## config.mk

```make
export PLATFORM = sky130hd
export DESIGN_NAME = dcache_response_merge
export DESIGN_NICKNAME = d
export VERILOG_FILES = /design/src/source/dcache_pkg.sv /design/src/source/dcache_response_merge.sv
export SDC_FILE = /design/constraint.sdc
export NUM_CORES = 1
export LEC_CHECK = 0
export ABC_AREA = 1
export BUFFER_PORTS_ARGS = -buffer_cell sky130_fd_sc_hd__buf_4
export CORE_MARGIN = 4
export CORE_UTILIZATION = 49
export DETAILED_ROUTE_END_ITERATION = 12
export GPL_TIMING_DRIVEN = 0
export PLACE_DENSITY = 0.86
export SETUP_SLACK_MARGIN = 0.05
export SLEW_MARGIN = 10
export SYNTH_ARGS = -nofsm -noshare
export SYNTH_HDL_FRONTEND = slang
export SYNTH_SLANG_ARGS = --single-unit
```

## constraint.sdc

```tcl
create_clock -name iCLOCK -period 2.3 [get_ports iCLOCK]
set_input_delay 0 -clock iCLOCK [delete_from_list [all_inputs] [get_ports iCLOCK]]
set_output_delay 0 -clock iCLOCK [all_outputs]
set_load 0.05 [all_outputs]
```

## src/source/dcache_pkg.sv

```systemverilog
// Cache geometry constants with the load/store, memory bus and cache line types
package dcache_pkg;

	// Direct-mapped, 16 lines of 64 bytes
	localparam int BEATS_PER_LINE = 8;
	localparam int LINE_COUNT = 16;
	localparam int OFFSET_BITS = 6;
	localparam int INDEX_BITS = 4;
	localparam int TAG_BITS = 22;

	// Load/store unit request, rw is 1 for read
	typedef struct packed {
		logic rw;
		logic [3:0] mask;
		logic [31:0] addr;
		logic [31:0] wdata;
	} ldst_req_t;

	// Response back to the load/store unit
	typedef struct packed {
		logic valid;
		logic pagefault;
		logic [31:0] data;
	} ldst_rsp_t;

	// Memory bus request, held until mem_lock drops
	typedef struct packed {
		logic req;
		logic rw;
		logic [3:0] mask;
		logic [31:0] addr;
		logic [31:0] wdata;
	} mem_req_t;

	// One beat or write acknowledge from memory
	typedef struct packed {
		logic valid;
		logic pagefault;
		logic [63:0] rdata;
	} mem_rsp_t;

	// Whole cache line, beat 0 in the low bits
	typedef logic [8*(2**OFFSET_BITS)-1:0] line_t;

endpackage

```

## src/source/dcache_response_merge.sv

```systemverilog
// Response merge: registers the cache path or IO port answer to the load/store unit
`timescale 1ns/1ps

module dcache_response_merge (
	input logic iCLOCK,
	input logic inRESET,
	input logic accept_io,
	input dcache_pkg::ldst_rsp_t cache_rsp,
	input logic io_valid,
	input logic [31:0] io_rdata,
	output dcache_pkg::ldst_rsp_t ldst_rsp
);

	logic io_pending;

	// One IO request outstanding at a time
	always_ff @(posedge iCLOCK or negedge inRESET) begin
		if (!inRESET) begin
			io_pending <= 1'b0;
		end else if (accept_io) begin
			io_pending <= 1'b1;
		end else if (io_valid) begin
			io_pending <= 1'b0;
		end
	end

	// IO first, then the cache path
	always_ff @(posedge iCLOCK or negedge inRESET) begin
		if (!inRESET) begin
			ldst_rsp <= '0;
		end else if (io_valid && io_pending) begin
			ldst_rsp.valid <= 1'b1;
			ldst_rsp.pagefault <= 1'b0;
			ldst_rsp.data <= io_rdata;
		end else if (cache_rsp.valid) begin
			ldst_rsp <= cache_rsp;
		end else begin
			ldst_rsp.valid <= 1'b0;
		end
	end

endmodule

```

Word level (Yosys, flattened, before mapping):

Index checks and enable logic that the tools add are counted.

* flip-flop bits (word level): 35
* bits in latches: 0
* bits in writable memories: 0
* memory bits (read-only): 0
* input bits: 70
* output and inout port bits: 34
* word-level logic and storage cells: 12
* memories: 0

* add/subtract/negate cells: 0
* $mul: 0
* div/mod/pow operators: 0
* order comparisons: 0
* equality and inequality tests: 0
* shift operators: 0
* muxes and demuxes: 5
* bitwise logic cells: 0
* reductions and logical operators: 3

Operators with widths (number)
* $mux 34: 1
* $mux 33: 1
* $reduce_bool 2->1: 2
* $mux 1: 3
* $logic_and 1x1->1: 1

Longest topological paths before layout:

* depth after elaboration: 2
* gate-level depth with buffers: 7

Worst setup path before layout:

Ideal clock, no wire load.

* path type: flip-flop to flip-flop
* start point: reg io_pending
* end point: reg ldst_rsp[21] (netlist bit)
* setup time: 0.118 ns
* arrival time: 0.917 ns
* data required time: 2.182 ns
* slack: 1.264 ns
* stages on the path, launching flop included: 8
* clock period less this slack: 1.036 ns
* cell sequence: dfrtp_1 buf_6 nand2_4 buf_6 buf_6 nand2_1 nand2_1 nand2_1

* word-level cells in the longest chain between the ends: 2

Ends and longest elaborated chain
* from (decl): line dcache_response_merge.sv:14 `logic io_pending;`
* from (signal assigned): line dcache_response_merge.sv:19 `io_pending <= 1'b0;`
* from (signal assigned): line dcache_response_merge.sv:21 `io_pending <= 1'b1;`
* from (signal assigned): line dcache_response_merge.sv:23 `io_pending <= 1'b0;`
* $logic_and 1x1->1 (*): line dcache_response_merge.sv:31 `end else if (io_valid && io_pending) begin`
* $mux 34 / $reduce_bool 2->1 (equally long branches)
* to (signal assigned): line dcache_response_merge.sv:36 `ldst_rsp <= cache_rsp;`
* to (decl): line dcache_response_merge.sv:11 `output dcache_pkg::ldst_rsp_t ldst_rsp`

Every way passes the cells marked *; elsewhere a longest branch is shown, timed or not.
A chain may end at the register's enable or synchronous reset.

Worst setup path after layout:

* start point: reg io_pending
* end point: reg ldst_rsp[0] (netlist bit)

Same word-level chain as after synthesis.

==> results by group <==
Min path
  – Hold Path End: ldst_rsp[21]
  – Min-delay worst type: primary input to flip-flop
  – Hold Path Depth: 5
  – Worst hold start: io_rdata[21]

CTS
  – CTS tree: done
  – TritonCTS Buffers: 5
  – Clock transition at the registers of the reported paths: 0.07 ns
  – CTS Sinks: 35
  – Max Buffers Root-to-Sink: 2
  – CTS root buf: clkbuf_8
  – Post CTS Setup Buffer Count: 0
  – Post-CTS Resized: 0
  – Number of hold buffers added after cts: 22
  – # H-tree levels: 2
  – Worst skew pair latency: 0.28 ns

Power
  – Static leakage: 1.85 nW
  – Worst vdd ir: 0.448 mV
  – Pwr/cell area: 626 nW/um^2

STA
  – Highest Clock Rate: 0.628 GHz
  – Period minus WS final: 1.59 ns
  – Final Max Slew Viols: 0
  – Slew @ Worst Pin: 0.442 ns
  – RSZ-0062 raised after global routing: false
  – Fin crit share: 0.692
  – Skew final: 0.00498 ns
  – Post-route setup slack: 0.708 ns
  – Setup Viol. Count Final: 0
  – Final hold violation count: 0
  – Fin Setup TNS: 0 ns
  – Max_slew headroom: 0.705

Setup path
  – Critical path launch point: io_pending
  – Startpoint types: flip-flop
  – Slowest cell delay on critical path: 0.56 ns
  – Worst Path Max Fanout: 10
  – R2R Setup Slk: 0.71 ns
  – R2R depth: 6
  – RR Startpoint: io_pending
  – Crit path kind: flip-flop to flip-flop
  – R2r endpoint: ldst_rsp[0]
  – Critical path's slowest cell: dlygate4sd3_1
  – Critical-path cell list: buf_6 > buf_2 > nand3_1 > nand2_1 > dlygate4sd3_1 > nand2_1
  – Nature of the critical path endpoint: flip-flop
  – Critical Path RT: 2.48 ns
  – Critical path arrival: 1.77 ns
  – CP dominant cell by count: nand2_1

Synth
  – Most frequent cell after synthesis: nand2_1
  – Number of synthesized flops with an enable pin: 0
  – Post-synth top area share: 0.440
  – Sequential share of the synthesized area: 0.440
  – Cell taking the most area after synthesis: dfrtp_1
  – Synth Warn #: 0
  – Cells after Synth: 289
  – Syn Area/Cell: 6.88 um^2
  – Ranking of synthesized cells by area: dfrtp_1 (44%), nand2_1 (24%), nand3_1 (16%), inv_1 (6.2%), buf_2 (3.8%)
  – Syn_nets: 359
  – FF+latch count, synth: 35
  – Synth cell types: 12
  – Mapped Area: 1990 um^2
  – Post-synth ARST share: 1.00
  – Ys flop type: dfrtp_1
  – Synth top cells by count: nand2_1 (129), nand3_1 (64), dfrtp_1 (35)

Layout
  – Syn-to-layout area delta: 57.2%
  – Storage element area: 876 um^2
  – Multi-input combinational cell area: 836 um^2
  – # fillers: 266
  – Final Net Count: 489
  – Layout cell share with drive strength beyond 1: 0.314
  – N_diodes: 0

Route
  – Highest routed layer: met4
  – DRT Pass-1 Iters: 4
  – Routed WL: 6270 um
  – WL met1: 2570 um
  – Via count: 2,262
  – WL per Instance: 13.4 um
  – Initial DRC Count: 149
  – Final ANT Viol Nets: 0
  – Met3 Routed Length: 399 um
  – Vias per cell: 4.83
  – Routed wl met2: 3170 um
  – DRC Markers: 0

Placement
  – Worst slack, placed: 1.17 ns
  – Port buffer count: 101
  – Post-detail-place hpwl: 4260 um
  – GPL Wtd Cong: 0.834

GRT
  – Largest net degree at the start of global routing: 36
  – Gr usage total: 0.248
  – Vias in the first global route: 2,225
  – Initial antenna violation count: 0
  – First-pass GRT wire length: 10,100 um
  – GRT Residual Overflow: 0

Floorplan
  – Num rows: 22
  – I/O Pins: 104
  – Die width: 71.7 um
  – Die Height: 71.7 um
  – DIE AREA: 5140 um^2
  – Core Box Area: 3800 um^2
  – Initial core utilization: 0.524

Status
  – Status: completed

Run
  – Number of max-cap violations: 0
-- cells by family after synthesis --
family | synth area share
and+or+nand+nor | 0.414
buffers and inverters | 0.140
AOI/OAI and AO/OA | 0.00629
DFF | 0.440
-- flip-flops by register name, summed over array words and instances, names as in the netlist --
signal      flops
io_pending      1
ldst_rsp       34
-- cell type report --
class | instances | area share
Timing Repair Buffer | 123 | 0.313
Sequential cell | 35 | 0.280
Multi-Input combinational cell | 198 | 0.267
Buffer | 22 | 0.0480
Inverter | 34 | 0.0408
Clock buffer | 8 | 0.0320
Tap cell | 48 | 0.0192
-- layer usage --
layer / vias up / global-route usage
li1: 1140 / -
met1: 1022 / 0.311
met2: 87 / 0.430
met3: 13 / 0.0435
met4: 0 / 0.0877
met5: - / 0
-- where the power goes --
| group | internal (mW) | switching, mW | leakage, nW | total, mW |
|---|---|---|---|---|
| logic | 0.281 | 0.472 | 1.39 | 0.753 |
| clock network | 0.273 | 0.200 | 0.0515 | 0.473 |
| registers | 0.689 | 0.0432 | 0.404 | 0.732 |
-- critical path, delay by kind of cell, from the launching register on --
kind / cells / cell delay (ns)
buffers and inverters: 3 / 0.90
AND/OR/NAND/NOR: 3 / 0.24
flip-flops: 1 / 0.34
-- metrics by stage --
| stage | hold WS [ns] | total power, mW | cells | area [um^2] | util |
|---|---|---|---|---|---|
| floorplan | -0.296 | 1.19 | 289 | 1990 | - |
| global placement | -0.0220 | 1.45 | 438 | 2810 | 0.739 |
| detailed placement | -0.0197 | 1.46 | 438 | 2810 | 0.739 |
| finish | 0.00538 | 1.96 | 468 | 3130 | 0.823 |
| global route | 0.0258 | 2.06 | 468 | 3130 | 0.823 |
| CTS | 0.000167 | 1.97 | 468 | 3130 | 0.823 |
-- worst max path at each step --
stage / endpoint / slack [ns] / cells past startpoint
after global routing: ldst_rsp[0] / 0.64 / 6
after global placement: ldst_rsp[21] / 1.19 / 7
final: ldst_rsp[0] / 0.71 / 6
after CTS: ldst_rsp[29] / 0.77 / 6
after floorplan: ldst_rsp[21] / 1.26 / 7
after detailed placement: ldst_rsp[22] / 1.17 / 7
-- layout by cell type (no fill, tap or decap) --
cell type / Yosys / routed
buf_2: 15 / 15
inv_2: 1 / 1
nand3_1: 64 / 64
buf_6: 6 / 6
nand2_4: 1 / 1
dfrtp_1: 35 / 35
buf_4: 1 / 102
dlygate4sd3_1: 0 / 22
clkbuf_1: 0 / 1
nand2_1: 129 / 129
nor2_1: 2 / 2
o21bai_1: 1 / 1
clkbuf_8: 0 / 7
inv_1: 33 / 33
o21ai_1: 1 / 1
No activity file was read; power rests on OpenSTA's default activity.
