`config.mk`:
```
export PLATFORM = sky130hd
export DESIGN_NAME = dcache_fill_controller
export DESIGN_NICKNAME = d
export VERILOG_FILES = /design/src/source/dcache_pkg.sv /design/src/source/dcache_fill_controller.sv
export SDC_FILE = /design/constraint.sdc
export NUM_CORES = 1
export LEC_CHECK = 0
export ABC_AREA = 1
export ABC_CLOCK_PERIOD_IN_PS = 22600
export BUFFER_PORTS_ARGS = -buffer_cell sky130_fd_sc_hd__buf_2
export CAP_MARGIN = 5
export CORE_AREA = 2 2 358 360
export DETAILED_ROUTE_END_ITERATION = 6
export DIE_AREA = 0 0 360 362
export MAX_ROUTING_LAYER = met4
export PLACE_DENSITY = 0.39
export SLEW_MARGIN = 15
export SYNTH_ARGS = -nofsm -noshare
export SYNTH_HDL_FRONTEND = slang
export SYNTH_SLANG_ARGS = --single-unit
```
`constraint.sdc`:
```
create_clock -name iCLOCK -period 22.6 [get_ports iCLOCK]
set_input_delay 2.26 -clock iCLOCK [delete_from_list [all_inputs] [get_ports iCLOCK]]
set_output_delay 2.26 -clock iCLOCK [all_outputs]
set_load 0.01 [all_outputs]
```
`src/source/dcache_pkg.sv`:
```
// Cache geometry constants with the load/store, memory bus and cache line types
package dcache_pkg;

	// Direct-mapped, 16 lines of 64 bytes
	localparam int BEATS_PER_LINE = 8;
	localparam int LINE_COUNT = 16;
	localparam int OFFSET_BITS = 6;
	localparam int INDEX_BITS = 4;
	localparam int TAG_BITS = 22;

	// Load/store unit request, rw is 1 for read
	typedef struct packed {
		logic rw;
		logic [3:0] mask;
		logic [31:0] addr;
		logic [31:0] wdata;
	} ldst_req_t;

	// Response back to the load/store unit
	typedef struct packed {
		logic valid;
		logic pagefault;
		logic [31:0] data;
	} ldst_rsp_t;

	// Memory bus request, held until mem_lock drops
	typedef struct packed {
		logic req;
		logic rw;
		logic [3:0] mask;
		logic [31:0] addr;
		logic [31:0] wdata;
	} mem_req_t;

	// One beat or write acknowledge from memory
	typedef struct packed {
		logic valid;
		logic pagefault;
		logic [63:0] rdata;
	} mem_rsp_t;

	// Whole cache line, beat 0 in the low bits
	typedef logic [8*(2**OFFSET_BITS)-1:0] line_t;

endpackage

```
`src/source/dcache_fill_controller.sv`:
```
// Cache path FSM: lookup, line fill with page-fault abort, and write-through
`timescale 1ns/1ps

module dcache_fill_controller (
	input logic iCLOCK,
	input logic inRESET,
	input logic accept_data,
	input dcache_pkg::ldst_req_t req_q,
	input logic hit,
	input logic [31:0] hit_word,
	output logic lookup,
	output logic [31:0] lookup_addr,
	output logic fill,
	output logic [31:0] fill_addr,
	output dcache_pkg::line_t fill_line,
	output logic update,
	output logic [31:0] update_addr,
	output logic [3:0] update_mask,
	output logic [31:0] update_data,
	output dcache_pkg::mem_req_t mem,
	input logic mem_lock,
	input dcache_pkg::mem_rsp_t mem_in,
	output logic idle,
	output dcache_pkg::ldst_rsp_t cache_rsp
);
	import dcache_pkg::*;

	typedef enum logic [2:0] {
		ST_IDLE,
		ST_LOOKUP,
		ST_FILL_REQ,
		ST_FILL_COLLECT,
		ST_WRITE_REQ,
		ST_WRITE_WAIT,
		ST_RESPOND
	} state_t;

	state_t state_q;
	logic [$clog2(BEATS_PER_LINE)-1:0] beat_q;
	line_t fill_line_q;
	logic [31:0] rsp_data_q;
	logic fault_q;
	logic last_beat;
	logic [31:0] beat_addr;

	// Beat n sits at line base + 8*n
	assign beat_addr = {req_q.addr[31:OFFSET_BITS], beat_q, 3'b000};
	assign last_beat = (beat_q == BEATS_PER_LINE - 1);

	always_ff @(posedge iCLOCK or negedge inRESET) begin
		if (!inRESET) begin
			state_q <= ST_IDLE;
			beat_q <= '0;
			fault_q <= 1'b0;
		end else begin
			case (state_q)
				ST_IDLE: begin
					beat_q <= '0;
					fault_q <= 1'b0;
					if (accept_data) begin
						state_q <= req_q.rw ? ST_LOOKUP : ST_WRITE_REQ;
					end
				end
				ST_LOOKUP: begin
					state_q <= hit ? ST_IDLE : ST_FILL_REQ;
				end
				ST_FILL_REQ: begin
					if (!mem_lock) begin
						state_q <= ST_FILL_COLLECT;
					end
				end
				ST_FILL_COLLECT: begin
					if (mem_in.valid) begin
						// A fault on any beat drops the whole line
						if (mem_in.pagefault) begin
							fault_q <= 1'b1;
							state_q <= ST_RESPOND;
						end else if (last_beat) begin
							state_q <= ST_RESPOND;
						end else begin
							beat_q <= beat_q + 1'b1;
							state_q <= ST_FILL_REQ;
						end
					end
				end
				ST_WRITE_REQ: begin
					if (!mem_lock) begin
						state_q <= ST_WRITE_WAIT;
					end
				end
				ST_WRITE_WAIT: begin
					if (mem_in.valid) begin
						fault_q <= mem_in.pagefault;
						state_q <= ST_RESPOND;
					end
				end
				default: begin
					state_q <= ST_IDLE;
				end
			endcase
		end
	end

	// Beats shift in from the top, so beat 0 ends up lowest
	always_ff @(posedge iCLOCK) begin
		if (state_q == ST_FILL_COLLECT && mem_in.valid) begin
			fill_line_q <= {mem_in.rdata, fill_line_q[$bits(line_t)-1:64]};
			if (beat_q == req_q.addr[5:3]) begin
				rsp_data_q <= req_q.addr[2] ? mem_in.rdata[63:32] : mem_in.rdata[31:0];
			end
		end
	end

	// Line store side
	assign lookup = (state_q == ST_IDLE) && accept_data && req_q.rw;
	assign lookup_addr = req_q.addr;
	assign fill = (state_q == ST_RESPOND) && req_q.rw && !fault_q;
	assign fill_addr = req_q.addr;
	assign fill_line = fill_line_q;
	assign update = (state_q == ST_WRITE_REQ) && !mem_lock;
	assign update_addr = req_q.addr;
	assign update_mask = req_q.mask;
	assign update_data = req_q.wdata;

	// Memory bus, fields held steady while locked
	always_comb begin
		mem.req = (state_q == ST_FILL_REQ) || (state_q == ST_WRITE_REQ);
		mem.rw = (state_q == ST_FILL_REQ);
		mem.mask = (state_q == ST_FILL_REQ) ? 4'hf : req_q.mask;
		mem.addr = (state_q == ST_FILL_REQ) ? beat_addr : req_q.addr;
		mem.wdata = req_q.wdata;
	end

	assign idle = (state_q == ST_IDLE);

	// Hit answers straight from the store, misses and writes from RESPOND
	always_comb begin
		cache_rsp = '0;
		if (state_q == ST_LOOKUP && hit) begin
			cache_rsp.valid = 1'b1;
			cache_rsp.data = hit_word;
		end else if (state_q == ST_RESPOND) begin
			cache_rsp.valid = 1'b1;
			cache_rsp.pagefault = fault_q;
			cache_rsp.data = (req_q.rw && !fault_q) ? rsp_data_q : '0;
		end
	end

endmodule

```
**Word-level counts from Yosys, hierarchy flattened**

Index checks and enable logic that the tools add are counted.

- Mux-type cells: 26
- Add/sub/neg operators: 1
- Reductions and logical operators: 18
- Equality and inequality tests: 16

Operators by type and width:

| operator | count |
|---|---|
| 32-bit 2-to-1 mux | 3 |
| 34-bit 2-to-1 mux | 1 |
| 3-bit 2-to-1 mux | 11 |
| 3-bit case mux with 6 select lines | 1 |
| 2-bit != test, second input constant | 8 |
| 3-bit == test, second input constant | 4 |
| 1-bit logical AND | 8 |
| 4-bit AND reduction | 2 |
| 3-bit by 2-bit == test with 1-bit output, second input constant | 2 |
| 6-bit 2-to-1 mux | 1 |
| 3-bit case mux with 2 select lines | 1 |
| 1-bit 2-to-1 mux | 5 |
| 5-bit AND reduction | 1 |
| 4-bit 2-to-1 mux | 1 |
| 3-bit by 1-bit adder with 3-bit output, second input constant | 1 |
| 3-bit by 1-bit == test with 1-bit output, second input constant | 1 |
| 3-bit == test | 1 |
| 3-bit logical NOT | 1 |
| 1-bit case mux with 3 select lines | 1 |
| 3-bit nonzero test | 1 |
| 1-bit logical NOT | 2 |
| 2-bit 2-to-1 mux | 1 |
| 2-bit AND reduction | 1 |
| 2-bit nonzero test | 1 |
| 1-bit logical OR | 1 |

- Output and inout port bits: 752
- Bits in registers: 551
- Input port bits: 172
- Logic and storage cells: 66

**Logic depth before layout (Yosys ltp)**

- Depth after elaboration: 5
- Gate-level depth with buffers: 8
- Depth with buffers taken out: 7

**Least setup slack after synthesis**

OpenSTA, ideal clock, no wires.

- Path type: input -> register
- From: input mem_in[65] (netlist name)
- To: register fill_line_q[0], in the netlist fill_line[0], enable pin
- Required time: 21,198 ps
- Data arrival time: 23,525 ps
- Stages: 2
- Setup slack: -2,327 ps
- Setup time: 1,402 ps
- Path buffers: 0
- Cell sequence: inv_1 -> nor2_1

- Longest elaborated chain between the ends: 1

RTL lines:

| element | RTL line | text |
|---|---|---|
| start, declared | dcache_fill_controller.sv:22 | `input dcache_pkg::mem_rsp_t mem_in,` |
| 1-bit logical AND | dcache_fill_controller.sv:106 | `if (state_q == ST_FILL_COLLECT && mem_in.valid) begin` |
| end signal, assigned | dcache_fill_controller.sv:107 | `fill_line_q <= {mem_in.rdata, fill_line_q[$bits(line_t)-1:64]};` |
| end, declared | dcache_fill_controller.sv:40 | `line_t fill_line_q;` |

No other way between the ends.
A chain may end at the register's enable or synchronous reset.

**Worst setup path in the final report**

- From: input mem_in[65] (netlist name)
- To: register fill_line_q[161], in the netlist fill_line[161], enable pin

Same word-level chain as after synthesis.

==> run_results.csv <==
group,metric,value,unit
outcome,status,"complete, no violations",
detailed_routing,wl_met1,24100,um
worst_hold_path,hold_path_class,"flip-flop to flip-flop",
floorplan,coreArea,0.127,mm2
sta,slew_headroom,0.355,
worst_setup_path,cp_max_fo,79,
logic_synthesis,async_flop_share,0.0127,
worst_setup_path,r2r-end,"fill_line[161]",
layout,ff_latch_area,0.0165,mm2
sta,worstMarginPinSlew,0.967,ns
logic_synthesis,synth-xor-area-share,0.00136,
logic_synthesis,synth-simple-area-share,0.0228,
sta,fin_tns_setup,0,ns
worst_setup_path,end_kind,"flip-flop",
floorplan,start_util,0.153,
logic_synthesis,synthAdderAreaFrac,0.00129,
logic_synthesis,synthMuxAreaShare,0.0186,
logic_synthesis,synth_area_leaders,"edfxtp_1, buf_4, mux2_2",
power_and_ir_drop,net-switching-power,650,uW
sta,fin_skew,0.0405,ns
sta,hold_viol_final,0,
sta,fmax,149,MHz
grt,grt_max_degree,142,
worst_setup_path,crit_arrival,6.97,ns
logic_synthesis,avgSynthCellArea,19.7,um2
cts,clkTransAtPathRegs,0.06,ns
logic_synthesis,synth_cells,980,
worst_hold_path,min_from,"fill_line[447]",
grt,grt_antenna_before_repair,10,
power_and_ir_drop,pwr-share-comb,0.101,
worst_setup_path,critPathTopFamily,"buffers and inverters",
worst_setup_path,reg2reg_setup_slack,16.82,ns
layout,syn_to_final_growth,32.5,%
cts,clockBufferDepth,3,
logic_synthesis,yosysTopAreaCell,"edfxtp_1",
placement,dp.cells,3146,
floorplan,die_y,362,um
logic_synthesis,syn_nets,1154,
worst_setup_path,critPathLaunchType,"input port",
cts,cts-resized-gates,0,
sta,whs,0.422,ns
detailed_routing,via_count,10500,
worst_setup_path,crit_slowest_cell,"buf_4",
detailed_routing,drtPass1Iterations,7,
power_and_ir_drop,total_power,2.54,mW
logic_synthesis,syn-cell-area,0.0194,mm2
worst_hold_path,hold_depth,0,
logic_synthesis,synth-edff-count,544,
grt,grt_pass1_wl,84000,um
floorplan,rows,131,
grt,grt_pass1_vias,10800,
detailed_routing,met3_length,7660,um
power_and_ir_drop,power.share.sequential,0.493,
floorplan,io_pins,924,
layout,drive_gt1_frac,0.540,
grt,gr-total-overflow,0,
power_and_ir_drop,power.density,99.0,mW/mm2
logic_synthesis,ys_ff_latch,551,
floorplan,die_w,360,um
detailed_routing,topRoutingLayerUsed,"met4",
worst_setup_path,critPathMaxStageDelay,0.83,ns
detailed_routing,wl,62100,um
logic_synthesis,synth.top_cell.area_share,0.844,
detailed_routing,ant_nets,0,
sta,rsz0062_at_grt,"false",
power_and_ir_drop,ir_drop,0.0499,mV
worst_setup_path,worst-path-buf-inv,7,
power_and_ir_drop,switching_share,0.256,
cts,cts_setup_buffers,0,
cts,clk_latency,0.64,ns
detailed_routing,wl_per_cell,19.0,um
logic_synthesis,synth_top_family_by_area,"buffers and inverters",
floorplan,dieArea,0.130,mm2
worst_setup_path,r2r-start,"state_q[0]",
placement,pre_cts_slack,15.14,ns
logic_synthesis,synth_most_common_cell,"edfxtp_1",
power_and_ir_drop,pwr-share-clk,0.407,
worst_setup_path,path_common_cell,"buf_4",
cts,hold_buffers,0,
placement,dp_hpwl,46400,um
logic_synthesis,synth_commonest_cells,"edfxtp_1, buf_4, nand2_1, inv_1, mux2_2",
logic_synthesis,ys_types,26,
power_and_ir_drop,internal_power,1.89,mW
sta,min_period,6.72,ns
layout,fillerInstances,13600,
worst_setup_path,crit_required,22.85,ns
logic_synthesis,yosysWarnings,0,
cts,numCtsBuffers,66,
sta,drv_slew,0,
detailed_routing,wl_met2,28800,um
layout,num-nets-final,1726,
cts,ctsRootBufferMaster,"clkbuf_16",
layout,finalNonFillerCells,3273,
placement,gp_congestion,0.864,
cts,h-tree-depth,3,
sta,setup_viol,0,
worst_hold_path,holdPathEnd,"fill_line[383]",
power_and_ir_drop,power_leakage,9.55,nW
sta,setup_ws,15.88,ns
placement,port-buffer-count,697,
layout,multi_input_area,0.00116,mm2
detailed_routing,vias_per_cell,3.21,
worst_setup_path,crit_start,"mem_in[65]",
cts,cts_tree,"done",
logic_synthesis,yosysSeqAreaShare,0.853,
logic_synthesis,ys.flop_type,"edfxtp_1",
worst_setup_path,critPathKind,"input port to flip-flop",
grt,grt_usage,0.0936,
job,max_cap_violations,0,
detailed_routing,drc,0,
detailed_routing,drtIter0Drc,814,
worst_setup_path,reg2reg_depth,7,
sta,fin_crit_sh,0.297,
worst_setup_path,path_cells,"buf_2 > inv_1 > nor2_4 > buf_4 > buf_4 > buf_4 > buf_4 > buf_4",
logic_synthesis,synth_compound_area_frac,0.0145,
cts,cts_sinks,551,
-- kinds of logic (layout without fill, tap and decap cells) --
kind of cell             count (synthesis)  in the layout
adder cells (fa/ha/maj)                  2              2
XOR/XNOR                                 3              3
AND/OR/NAND/NOR                        100            100
multiplexers                            32             32
other                                    0              5
AO/OA/AOI/OAI                           41             41
buffers and inverters                  251            877
flip-flops                             551            551
-- power by group through the flow --
stage	registers, mW	clock network [mW]	logic [mW]
2_1_floorplan	1.32	0	0.137
3_3_place_gp	1.27	0	0.261
3_5_place_dp	1.27	0	0.262
4_1_cts	1.25	1.08	0.262
5_1_grt	1.26	1.12	0.278
6_report	1.25	1.03	0.255
-- routing by layer --
metal,vias to the layer above,GRT usage
li1,4568,-
met3,88,0.0513
met1,5169,0.105
met5,-,-
met4,0,0.0316
met2,697,0.141
-- through the flow --
step	instance area, um2	utilization
2_1_floorplan	19400	-
3_3_place_gp	23500	0.186
3_5_place_dp	23500	0.186
4_1_cts	25600	0.202
5_1_grt	25600	0.202
6_report	25600	0.202
-- worst register-to-register path: cells and delay by family, from the launching register on --
kind / cells / cell delay, ns
buffers and inverters: 5 / 3.69
and+or+nand+nor: 2 / 1.09
DFF: 1 / 0.56
-- worst max-delay path by stage --
stage | end | slack [ns] | cells past startpoint
after floorplan | fill_line[0] | 6.32 | 2
after global placement | fill_line[115] | 15.33 | 8
after detailed placement | fill_line[179] | 15.14 | 8
after CTS | fill_line[371] | 15.89 | 8
after global routing | fill_line[161] | 15.53 | 8
final | fill_line[161] | 15.88 | 8
-- state kept, by name (all words and copies together), names as in the netlist --
signal and count:
beat_q 3, fault_q 1, fill_line 512, rsp_data_q 32
state_q 3
-- layout by cell type, fill, tap and decap left out, types with 10 or more instances in the layout --
| master | n |
|---|---|
| buf_2 | 696 |
| buf_4 | 10 |
| clkbuf_1 | 14 |
| clkbuf_16 | 67 |
| clkinv_1 | 15 |
| edfxtp_1 | 544 |
| inv_1 | 43 |
| mux2_2 | 32 |
| nand2_1 | 64 |
| nand3_1 | 14 |
| o21ai_0 | 11 |
| o21ai_2 | 20 |
-- layout make-up --
class                      instances  area share
timing repair buffer             707       0.140
inverter                          48     0.00717
antenna                            5    0.000488
multi-input combinational        178      0.0451
tap                             1662      0.0811
clock inverter                    41      0.0153
clock buffer                      81      0.0674
sequential                       551       0.644
No activity file was read; power rests on OpenSTA's default activity.
