==> src/source/dcache_pkg.sv <==
// Cache geometry constants with the load/store, memory bus and cache line types
package dcache_pkg;

	// Direct-mapped, 16 lines of 64 bytes
	localparam int BEATS_PER_LINE = 8;
	localparam int LINE_COUNT = 16;
	localparam int OFFSET_BITS = 6;
	localparam int INDEX_BITS = 4;
	localparam int TAG_BITS = 22;

	// Load/store unit request, rw is 1 for read
	typedef struct packed {
		logic rw;
		logic [3:0] mask;
		logic [31:0] addr;
		logic [31:0] wdata;
	} ldst_req_t;

	// Response back to the load/store unit
	typedef struct packed {
		logic valid;
		logic pagefault;
		logic [31:0] data;
	} ldst_rsp_t;

	// Memory bus request, held until mem_lock drops
	typedef struct packed {
		logic req;
		logic rw;
		logic [3:0] mask;
		logic [31:0] addr;
		logic [31:0] wdata;
	} mem_req_t;

	// One beat or write acknowledge from memory
	typedef struct packed {
		logic valid;
		logic pagefault;
		logic [63:0] rdata;
	} mem_rsp_t;

	// Whole cache line, beat 0 in the low bits
	typedef logic [8*(2**OFFSET_BITS)-1:0] line_t;

endpackage

==> src/source/dcache_request_router.sv <==
// Request router: IO start register, busy logic and data/IO request steering
`timescale 1ns/1ps

module dcache_request_router (
	input logic iCLOCK,
	input logic inRESET,
	input logic iosr_valid,
	input logic [31:0] iosr,
	input logic ldst_req,
	input dcache_pkg::ldst_req_t ldst,
	input logic ctrl_idle,
	input logic mem_lock,
	input logic io_busy,
	output logic ldst_busy,
	output logic accept_data,
	output logic accept_io,
	output dcache_pkg::ldst_req_t req_q,
	output logic io_req,
	output logic io_rw,
	output logic [31:0] io_addr,
	output logic [31:0] io_wdata
);

	logic io_start_valid;
	logic [31:0] io_start;
	logic take;
	logic in_io;

	// IO start address, loaded by the system strobe
	always_ff @(posedge iCLOCK or negedge inRESET) begin
		if (!inRESET) begin
			io_start_valid <= 1'b0;
			io_start <= '0;
		end else if (iosr_valid) begin
			io_start_valid <= 1'b1;
			io_start <= iosr;
		end
	end

	// Pending accept_data also holds off the next request
	assign ldst_busy = !io_start_valid || accept_data || !ctrl_idle || mem_lock || io_busy;
	assign take = ldst_req && !ldst_busy;
	assign in_io = (ldst.addr >= io_start);

	// IO requests go straight out, rebased to the IO start
	assign accept_io = take && in_io;
	assign io_req = accept_io;
	assign io_rw = ldst.rw;
	assign io_addr = ldst.addr - io_start;
	assign io_wdata = ldst.wdata;

	always_ff @(posedge iCLOCK or negedge inRESET) begin
		if (!inRESET) begin
			accept_data <= 1'b0;
		end else begin
			accept_data <= take && !in_io;
		end
	end

	always_ff @(posedge iCLOCK) begin
		if (take && !in_io) begin
			req_q <= ldst;
		end
	end

endmodule

==> config.mk <==
export PLATFORM = sky130hd
export DESIGN_NAME = dcache_request_router
export DESIGN_NICKNAME = d
export VERILOG_FILES = /design/src/source/dcache_pkg.sv /design/src/source/dcache_request_router.sv
export SDC_FILE = /design/constraint.sdc
export NUM_CORES = 1
export LEC_CHECK = 0
export ABC_AREA = 1
export BUFFER_PORTS_ARGS = -buffer_cell sky130_fd_sc_hd__buf_2
export CORE_UTILIZATION = 53
export CTS_CLUSTER_DIAMETER = 120
export DETAILED_ROUTE_END_ITERATION = 7
export GPL_TIMING_DRIVEN = 0
export MAX_ROUTING_LAYER = met4
export PLACE_DENSITY_LB_ADDON = 0.15
export SETUP_SLACK_MARGIN = 0.5
export SLEW_MARGIN = 20
export SYNTH_ARGS = -nofsm -noshare
export SYNTH_HDL_FRONTEND = slang
export SYNTH_SLANG_ARGS = --single-unit
==> constraint.sdc <==
create_clock -name iCLOCK -period 11.8 [get_ports iCLOCK]
set_input_delay 3.54 -clock iCLOCK [delete_from_list [all_inputs] [get_ports iCLOCK]]
set_output_delay 3.54 -clock iCLOCK [all_outputs]
set_load 0.01 [all_outputs]
# Word level (Yosys, flattened, before mapping)
# Index checks and enable logic that the tools add are counted.
# W data, S select, Z words.
[totals] output_inout_bits=138 input_bits=108 ff_bits=103 elab_cells=20
[op_classes] order_cmp=1 n_addsub=1 n_reduce_logical=11
[op_table] op="$ge A32 B32 Y1" n=1
[op_table] op="$sub A32 B32 Y32" n=1
[op_table] op="$logic_not A1 Y1" n=4
[op_table] op="$logic_or A1 B1 Y1" n=4
[op_table] op="$logic_and A1 B1 Y1" n=3

# Logic depth before layout (Yosys ltp)
# Gate-level depths: netlist of run 1.
[depth] ltp_word=8 ltp_mapped=14 ltp_nobuf=14

# Worst setup path after synthesis of run 1
# OpenSTA, ideal clock, no wires.
[synth_path] path_type="in2out" start="input ldst[32] (netlist bit)" end="output io_req" cell_stages=13 setup_slack_ns=3.180 t_required_ns=8.260 path_buffers=1 arrival_ns=5.080 cell_sequence="inv_1 ha_1 fa_1 inv_1 nand2_1 nand2_1 nand3_2 nand2_4 nand2_2 nand3_1 nand2_1 a21oi_2 buf_4"
[synth_via] elab_chain_cells=2
[synth_lines] item="from (decl)" line_no="dcache_request_router.sv:10" text="input dcache_pkg::ldst_req_t ldst,"
[synth_lines] item="$ge A32 B32 Y1" line_no="dcache_request_router.sv:43" text="assign in_io = (ldst.addr >= io_start);"
[synth_lines] item="$logic_and A1 B1 Y1" line_no="dcache_request_router.sv:46" text="assign accept_io = take && in_io;"
[synth_lines] item="to (decl)" line_no="dcache_request_router.sv:18" text="output logic io_req,"
# No other way between the ends.

# Final worst setup path of run 1
# Same ends and word-level chain as after synthesis.

==> results.ini, run 1 <==
[status]
status = finished clean

[cts]
cts_sinks = 103
cts_resized = 0
cts_setup_buffers = 0
insertion_delay_ns = 0.35
cts_max_level = 3
hold_buffers = 0
clockRootBuffer = clkbuf_16
numCtsBuffers = 9
clk_pin_slew_ns = 0.07
cts_tree = built
clock_path_buffers = 2

[die]
ios = 246
core_um2 = 11400
die_h_um = 110
initial_core_util_pct = 54.3
die_w_um = 110
fp-row-count = 39
die_area_um2 = 12100

[route]
postRouteWirelength_mm = 16.1
routedWlPerCell_um = 13.7
drc_errors = 0
vias_per_cell = 4.62
drtIter0Drc = 269
first_pass_iters = 6
ant_nets = 0
vias = 5438

[global_routing]
grt_antenna_before_repair = 0
grt_max_degree = 35
grt_usage_pct = 28.2
grt_pass1_wl_mm = 24.6
grt_pass1_vias = 5091
overflow = 0

[sta]
fin_crit_ns = 8.98
fmax_ghz = 0.111
slew_headroom_pct = 46.9
worst_slack_ns = 2.82
hold_viol_final = 0
rsz0062_at_grt = no
finalSetupViolCount = 0
fin_skew_ns = 0.00800
holdWs_ns = 0.468
finalSetupTns_ns = 0
slew_violations = 0
fin_crit_sh_pct = 76.1
worst_pin_slew_ns = 0.796

[setup_path]
critPathMaxFanout = 4
crit_path_end_kind = output port
crit_type = input pin to output port
startpoint_type = input pin
cp_data_arrival_time_ns = 5.44
crit_required_ns = 8.26

[logic_synthesis]
seq_area_frac_synth_pct = 47.2
synth_area_per_cell_um2 = 8.04
synth_nets = 912
synthCells = 771
ys.warnings.count = 0
syn_area_um2 = 6200
ys_ff_latch = 103
synth_cell_types = 28

[layout]
area_growth_pct = 28.1
final_cell_mix = 257 x nand2_1, 244 x buf_2, 156 x inv_1, 69 x edfxtp_1, 43 x nor2_1
diodes = 0
drive_gt1_share_pct = 31.8
postLayoutCoreUtil_pct = 69.5
multi_input_area_um2 = 2400
fill_cells = 1000
layout_commonest_cell = nand2_1
seq_area_um2 = 2920
num-nets-final = 1169

[placed_design]
gp_congestion = 0.896
port_buffers = 244
preCtsSetupSlack_ns = 2.84
hpwl_mm = 13.2

[power_and_ir_drop]
power_density_nw_per_um2 = 125
p_leak_uw = 0.00442
irDropWorstVdd_v = 0.0000849

[job]
maxCapViolations = 0

[worst_hold_path]
min_path_type = register to register

[flip-flops by register name, indices dropped and copies added (netlist names)]
signal          cells
req_q              69
io_start           32
accept_data         1
io_start_valid      1
[layer usage]
metal | vias to the layer above | share of wire (%) | track usage [%]
li1 | 2846 | - | -
met1 | 2405 | 43 | 33.9
met2 | 166 | 50 | 49.0
met3 | 21 | 5.7 | 5.29
met4 | 0 | 1.3 | 6.77
met5 | - | 0 | -
[final cells by class]
cell class                 count  area share, %
sequential                   103           36.8
multi-input combinational    468           30.3
timing repair buffer         246           16.0
inverter                     159           7.52
buffer                        41           3.55
clock buffer                  11           2.93
tap                          143           2.25
clock inverter                 5          0.693
[kinds of logic (layout without fill, tap and decap cells)]
group                    after synthesis  count (layout)  synth area share [%]
AO/OA/AOI/OAI                         55              55                  4.66
AND/OR/NAND/NOR                      363             363                  24.8
flip-flops                           103             103                  47.2
buffers and inverters                200             462                  14.2
adder cells (fa/ha/maj)               33              33                  6.78
XOR/XNOR                              17              17                  2.40
[cells in the mapped netlist]
library cell,count,area (um^2)
xnor2_1,3,26.3
nand3_2,3,30.0
edfxtp_1,69,2070
inv_1,156,586
ha_1,32,400
nand2_2,15,93.8
xor2_1,14,123
o21bai_1,1,7.51
nand2_1,257,965
o21ai_0,34,170
a21oi_2,3,26.3
nor2_4,4,45.0
dfrtp_1,34,851
a21oi_1,17,85.1
nand4_1,4,25.0
nor2_2,3,18.8
and3_1,2,12.5
nor3_1,2,10.0
nor3_2,1,10.0
nand3_1,22,110
inv_2,3,11.3
or2_1,2,12.5
nor2_1,44,165
buf_4,34,255
clkbuf_1,7,26.3
nand2_4,3,33.8
fa_1,1,20.0
nor4_1,1,6.26
[worst max-delay path, stage by stage]
cell and delay (ns):
buf_2 0.08, inv_1 0.04, ha_1 0.21, fa_1 0.40, inv_1 0.13, nand2_1 0.06
nand2_1 0.09, nand3_2 0.09, nand2_4 0.13, nand2_2 0.06, nand3_1 0.07, nand2_1 0.11
a21oi_2 0.18, buf_4 0.13, buf_2 0.11
[power by group]
group	switching (uW)	leakage, uW	internal, uW	total (uW)
Clock	131	0.000140	165	295
Combinational	182	0.00324	112	294
Sequential	3.78	0.00103	400	404
Total	316	0.00442	677	993
[per-stage QoR]
step                std cells  power [uW]  area (um^2)
finish                   1176         993         7940
global route             1176        1050         7940
CTS                      1176         998         7940
detailed placement       1160         705         7650
global placement         1158         700         7600
floorplan                 771         599         6200
[worst paths after layout]
check,to,cells past startpoint,startpoint,slack (ns)
hold / removal,io_start_valid,2,io_start_valid,0.47
max in group asynchronous,io_start[17],1,inRESET,8.02
hold reg to reg,io_start_valid,2,io_start_valid,0.47
setup / recovery,io_req,15,ldst[32],2.82
setup reg to reg,req_q[35],10,io_start[27],8.93
min in group asynchronous,io_start[26],1,inRESET,3.26
(Power assumes the default switching activity.)
==> run 2, diff against run 1 <==
Settings changed: ABC_AREA 1 to 0, CORE_UTILIZATION 53 to 48.
Clock period 11.8 ns to 9.1 ns, I/O delays scaled along.
==> results.ini, run 2 <==
[status]
status = finished clean  ; unchanged

[power_and_ir_drop]
power_uw = 1320  ; was 993 uW
irDropWorstVdd_v = 0.000103  ; was 0.0000849 V
internal_power_uw = 917  ; was 677 uW
pwr-share-comb_pct = 28.2  ; was 29.6%
clockPowerShare_pct = 32.1  ; was 29.7%
switching_power_uw = 404  ; was 316 uW
power_frac_seq_pct = 39.7  ; was 40.7%
switching_share_pct = 30.6  ; was 31.8%
power_density_nw_per_um2 = 178  ; was 125 nW/um^2
p_leak_uw = 0.00347  ; was 0.00442 uW

[worst_hold_path]
hold_path_depth = 1  ; was 2
min_path_type = register to register  ; unchanged
hold_end = io_start_valid  ; unchanged
hold_start = io_start_valid  ; unchanged

[logic_synthesis]
seq_area_frac_synth_pct = 51.9  ; was 47.2%
synth_common_cells = 69 x edfxtp_1, 58 x nand2_1, 47 x o21ai_0, 42 x a21oi_1, 41 x inv_1  ; was 257 x nand2_1, 156 x inv_1, 69 x edfxtp_1, 44 x nor2_1
synth-xor-area-share_pct = 4.04  ; was 2.40%
synthArstFlopShare_pct = 33.0  ; unchanged
synth_top_family_by_area = compound AO/OA/AOI/OAI gates  ; was simple AND/OR/NAND/NOR gates
synth_nets = 683  ; was 912
ys_ff_latch = 103  ; unchanged
ys.warnings.count = 0  ; unchanged
synth_top_cells_by_area = edfxtp_1 37%, dfrtp_1 15%, ha_1 7.1%  ; was edfxtp_1 33%, nand2_1 16%, dfrtp_1 14%
synthFlopType = edfxtp_1  ; unchanged
synth_edf_count = 69  ; unchanged
syn_area_um2 = 5630  ; was 6200 um^2
synth_compound_area_share_pct = 16.3  ; was 4.66%
yosys-mux-area-fraction_pct = 0.578  ; was 0%
synth_most_common_cell = edfxtp_1  ; was nand2_1
yosysTopAreaCell = edfxtp_1  ; unchanged
synth_top_area_share_pct = 36.8  ; was 33.4%
post_synth_and_or_nand_nor_area_fraction_pct = 11.2  ; was 24.8%
synthCells = 542  ; was 771
synthAdderAreaFrac_pct = 7.46  ; was 6.78%
synth_cell_types = 56  ; was 28
synth_area_per_cell_um2 = 10.4  ; was 8.04 um^2

[sta]
rsz0062_at_grt = no  ; unchanged
worst_slack_ns = 1.15  ; was 2.82 ns
fmax_ghz = 0.126
fin_crit_sh_pct = 87.4
hold_viol_final = 0  ; unchanged
fin_skew_ns = 0.00781  ; was 0.00800 ns
finalSetupViolCount = 0  ; unchanged
fin_crit_ns = 7.95
worst_pin_slew_ns = 0.859  ; was 0.796 ns
slew_violations = 0  ; unchanged
slew_headroom_pct = 42.7  ; was 46.9%

[die]
fp-row-count = 39  ; unchanged
initial_core_util_pct = 49.3  ; was 54.3%
die_w_um = 110  ; about the same
die_area_um2 = 12200  ; was 12,100 um^2
core_um2 = 11400  ; unchanged
ios = 246  ; unchanged
die_h_um = 110  ; about the same

[layout]
largest_reg_flops = 69  ; unchanged
fin_cells = 947  ; was 1,176
fill_cells = 918  ; was 1,000
seq_area_um2 = 2920  ; unchanged
diodes = 0  ; unchanged
layout_commonest_cell = buf_2  ; was nand2_1
fin_area_um2 = 7410  ; was 7940 um^2
regMostFlops = req_q  ; unchanged
drive_gt1_share_pct = 38.7  ; was 31.8%
area_growth_pct = 31.6  ; was 28.1%
reg_top3 = req_q: 69 flops, io_start: 32 flops  ; unchanged
final_cell_mix = 249 x buf_2, 69 x edfxtp_1, 58 x nand2_1, 47 x o21ai_0, 42 x a21oi_1  ; was 257 x nand2_1, 244 x buf_2, 156 x inv_1, 69 x edfxtp_1, 43 x nor2_1
num-nets-final = 940  ; was 1,169
multi_input_area_um2 = 2230  ; was 2400 um^2

[route]
ant_nets = 0  ; unchanged
drtIter0Drc = 316  ; was 269
vias_per_cell = 5.17  ; was 4.62
routedWlPerCell_um = 16.5  ; was 13.7 um
first_pass_iters = 4  ; was 6
postRouteWirelength_mm = 15.7  ; was 16.1 mm
drc_errors = 0  ; unchanged
vias = 4892  ; was 5,438

[cts]
cts_sinks = 103  ; unchanged
cts_setup_buffers = 0  ; unchanged
clk_pin_slew_ns = 0.07  ; about the same
numCtsBuffers = 9  ; unchanged
cts_tree = built  ; unchanged
clock_path_buffers = 2  ; unchanged
clockRootBuffer = clkbuf_16  ; unchanged
cts_max_level = 3  ; unchanged
insertion_delay_ns = 0.35  ; about the same
cts_resized = 0  ; unchanged
hold_buffers = 0  ; unchanged

[global_routing]
met3_usage_pct = 4.00  ; was 5.29%
top_usage_layer = met2  ; unchanged
use_met2_pct = 44.9  ; was 49.0%
grt_usage_pct = 27.0  ; was 28.2%
grt_max_degree = 35  ; unchanged
overflow = 0  ; unchanged
use_met1_pct = 33.6  ; was 33.9%
grt_antenna_before_repair = 0  ; unchanged
grt_pass1_vias = 4648  ; was 5,091
grt_pass1_wl_mm = 23.6  ; was 24.6 mm

[setup_path]
reg2reg_depth = 11  ; was 10
r2r_setup_slack_ns = 5.62  ; was 8.93 ns
r2r-start = io_start[23]  ; was io_start[27]
critPathMaxFanout = 4  ; unchanged
reg2reg_to = req_q[18]  ; was req_q[35]
cp_data_arrival_time_ns = 5.22  ; was 5.44 ns
startpoint_type = input pin  ; unchanged
crit_type = input pin to output port  ; unchanged
crit_path_end_kind = output port  ; unchanged
crit_required_ns = 6.37  ; was 8.26 ns

[placed_design]
gp_congestion = 0.861  ; was 0.896
dp.cells = 931  ; was 1,160
dpl_cell_area_um2 = 7090  ; was 7650 um^2
port_buffers = 244  ; unchanged
preCtsSetupSlack_ns = 1.19  ; was 2.84 ns
hpwl_mm = 12.6  ; was 13.2 mm

[job]
maxCapViolations = 0  ; unchanged

run 2: worst max path at each step:
stage,from,to,slack (ns),cells after the start
2_1_floorplan,ldst[51],req_q[0],1.68,8
5_1_grt,ldst[57],io_req,0.99,11
3_5_place_dp,ldst[32],io_req,1.19,12
6_report,ldst[32],io_req,1.15,12
4_1_cts,ldst[32],io_req,1.18,12
3_3_place_gp,ldst[55],req_q[54],-0.09,9
run 2: cells by family after synthesis:
family,count (synthesis)
compound gates,149
buf+inv,93
simple gates,135
fa+ha+maj,33
xor+xnor,26
flops,103
mux,3
run 2: worst max-delay path, cell delays in order:
cell      delay, ns
buf_2          0.09
inv_1          0.04
ha_1           0.21
fa_1           0.41
nor2b_1        0.16
o21ai_0        0.20
a21oi_1        0.35
o211ai_1       0.15
a31oi_1        0.42
nor2b_1        0.22
buf_4          0.12
buf_2          0.11
run 2: power groups by stage:
| stage | Clock [uW] | Combinational, uW | Sequential [uW] |
|---|---|---|---|
| after detailed placement | 0 | 373 | 535 |
| after CTS | 430 | 375 | 524 |
| after global placement | 0 | 365 | 535 |
| final | 424 | 373 | 524 |
| after global routing | 449 | 415 | 526 |
| after floorplan | 0 | 226 | 537 |
run 2: stage by stage:
step           utilization, %  TNS [ns]  hold WS (ns)
2_1_floorplan               -         0         0.462
3_3_place_gp             61.6     -6.13         0.493
3_5_place_dp             62.1         0         0.497
4_1_cts                  64.9         0         0.514
5_1_grt                  64.9         0         0.538
6_report                 64.9         0         0.512
run 2: layout make-up:
type / instances / share of cell area (%)
buffer: 52 / 4.44
clock inverter: 7 / 1.35
inverter: 41 / 2.08
timing repair buffer: 246 / 17.1
tap: 143 / 2.41
sequential: 103 / 39.4
clock buffer: 9 / 3.04
multi-input combinational: 346 / 30.1
run 2: per-layer routing:
metal / wire length, um / vias up
met5: 0 / -
met4: 232 / 0
met3: 954 / 17
met2: 7790 / 174
met1: 6700 / 2268
li1: - / 2433
==> run 3, diff against run 2 <==
Settings changed: CELL_PAD_IN_SITES_DETAIL_PLACEMENT set to 2, CELL_PAD_IN_SITES_GLOBAL_PLACEMENT set to 2, CORE_UTILIZATION 48 to 28.
==> results.ini, run 3 (synthesis results as in run 2) <==
[cts]
clockRootBuffer = clkbuf_16  ; unchanged
hold_buffers = 0  ; unchanged
clock_path_buffers = 2  ; unchanged
cts_resized = 0  ; unchanged
cts_sinks = 103  ; unchanged
cts_setup_buffers = 0  ; unchanged
cts_tree = built  ; unchanged
insertion_delay_ns = 0.36  ; was 0.35 ns
cts_max_level = 3  ; unchanged
clk_pin_slew_ns = 0.08  ; was 0.07 ns
numCtsBuffers = 9  ; unchanged

[global_routing]
grt_max_degree = 35  ; unchanged
grt_usage_pct = 20.6  ; was 27.0%
grt_antenna_before_repair = 0  ; unchanged
grt_pass1_vias = 5631  ; was 4,648
grt_pass1_wl_mm = 31.2  ; was 23.6 mm
overflow = 0  ; unchanged

[setup_path]
crit_path_end_kind = output port  ; unchanged
r2r-start = io_start[25]  ; was io_start[23]
startpoint_type = input pin  ; unchanged
reg2reg_depth = 11  ; unchanged
crit_required_ns = 6.37  ; about the same
cp_data_arrival_time_ns = 5.44  ; was 5.22 ns
reg2reg_to = req_q[54]  ; was req_q[18]
critPathMaxFanout = 8  ; was 4
crit_type = input pin to output port  ; unchanged
r2r_setup_slack_ns = 5.74  ; was 5.62 ns

[route]
vias_per_cell = 4.71  ; was 5.17
ant_nets = 0  ; unchanged
routedWlPerCell_um = 18.9  ; was 16.5 um
drc_errors = 0  ; unchanged
drtIter0Drc = 204  ; was 316
first_pass_iters = 4  ; unchanged
vias = 5039  ; was 4,892
postRouteWirelength_mm = 20.2  ; was 15.7 mm

[layout]
reg_top3 = req_q: 69 flops, io_start: 32 flops  ; unchanged
drive_gt1_share_pct = 38.9  ; was 38.7%
fin_area_um2 = 7560  ; was 7410 um^2
final_cell_mix = 249 x buf_2, 69 x edfxtp_1, 58 x nand2_1, 47 x o21ai_0, 42 x a21oi_1  ; unchanged
fin_cells = 1070  ; was 947
regMostFlops = req_q  ; unchanged
largest_reg_flops = 69  ; unchanged
num-nets-final = 941  ; was 940
area_growth_pct = 34.2  ; was 31.6%
diodes = 0  ; unchanged
layout_commonest_cell = buf_2  ; unchanged

[power_and_ir_drop]
power_frac_seq_pct = 40.2  ; was 39.7%
internal_power_uw = 866  ; was 917 uW
clockPowerShare_pct = 29.9  ; was 32.1%
power_uw = 1310  ; was 1320 uW
switching_power_uw = 440  ; was 404 uW
irDropWorstVdd_v = 0.0000862  ; was 0.000103 V
switching_share_pct = 33.7  ; was 30.6%
power_density_nw_per_um2 = 173  ; was 178 nW/um^2
p_leak_uw = 0.00346  ; was 0.00347 uW
pwr-share-comb_pct = 29.9  ; was 28.2%

[worst_hold_path]
hold_path_depth = 1  ; unchanged
min_path_type = register to register  ; unchanged
hold_start = io_start[0]  ; was io_start_valid
hold_end = io_start[0]  ; was io_start_valid

[sta]
slew_headroom_pct = 42.3  ; was 42.7%
finalSetupTns_ns = 0  ; unchanged
worst_slack_ns = 0.926  ; was 1.15 ns
hold_viol_final = 0  ; unchanged
fin_skew_ns = 0.00853  ; was 0.00781 ns
worst_pin_slew_ns = 0.865  ; was 0.859 ns
fmax_ghz = 0.122  ; was 0.126 GHz
fin_crit_ns = 8.17  ; was 7.95 ns
finalSetupViolCount = 0  ; unchanged
fin_crit_sh_pct = 89.8  ; was 87.4%
slew_violations = 0  ; unchanged
rsz0062_at_grt = no  ; unchanged

[die]
ios = 246  ; unchanged
initial_core_util_pct = 28.8  ; was 49.3%
die_w_um = 144  ; was 110 um
die_h_um = 144  ; was 110 um
core_um2 = 19600  ; was 11,400 um^2
die_area_um2 = 20700  ; was 12,200 um^2
fp-row-count = 51  ; was 39

[placed_design]
hpwl_mm = 16.8  ; was 12.6 mm
dpl_cell_area_um2 = 7270  ; was 7090 um^2
gp_congestion = 0.785  ; was 0.861
port_buffers = 244  ; unchanged
preCtsSetupSlack_ns = 0.964  ; was 1.19 ns
dp.cells = 1054  ; was 931

[job]
maxCapViolations = 0  ; unchanged

[status]
status = finished clean  ; unchanged

run 3: how the worst max path moves through the flow:
stage	from	endpoint	cells after the start
floorplan	ldst[51]	req_q[0]	8
global placement	ldst[55]	req_q[56]	9
detailed placement	ldst[57]	io_req	11
CTS	ldst[57]	io_req	11
global route	ldst[57]	io_req	11
finish	ldst[57]	io_req	11
run 3: area by class of cell:
class	instances	area, um^2
plain buffers	52	329
well taps	265	332
clock buffers	9	225
inverters	41	154
repair buffers	247	1300
flip-flops and latches	103	2920
fillers	2239	12000
multi-input cells	346	2230
clock inverters	7	67.6
run 3: metal layers:
metal	global-route usage (%)	wire length, um
met3	3.37	998
met2	36.5	10200
met4	3.86	159
met1	24.7	8810
met5	-	0
run 3: stage by stage:
step                      hold slack (ns)  utilization (%)
final                               0.523             38.6
after global placement              0.501             36.7
after detailed placement            0.510             37.1
after global routing                0.552             38.6
after CTS                           0.529             38.6
after floorplan                     0.462                -
run 3: power groups by stage:
| stage | Sequential, uW | Combinational (uW) | Clock, uW |
|---|---|---|---|
| after floorplan | 537 | 226 | 0 |
| after global placement | 535 | 381 | 0 |
| after detailed placement | 536 | 395 | 0 |
| after CTS | 525 | 398 | 403 |
| after global routing | 527 | 435 | 418 |
| final | 525 | 391 | 390 |
run 3: critical path, stage by stage:
cell and delay, ns:
buf_2 0.11, ha_1 0.27, clkbuf_1 0.35, nand2_1 0.21, nor3_1 0.50, and2_1 0.23
o211ai_1 0.09, a31oi_1 0.46, nor2b_1 0.24, buf_4 0.13, buf_2 0.12
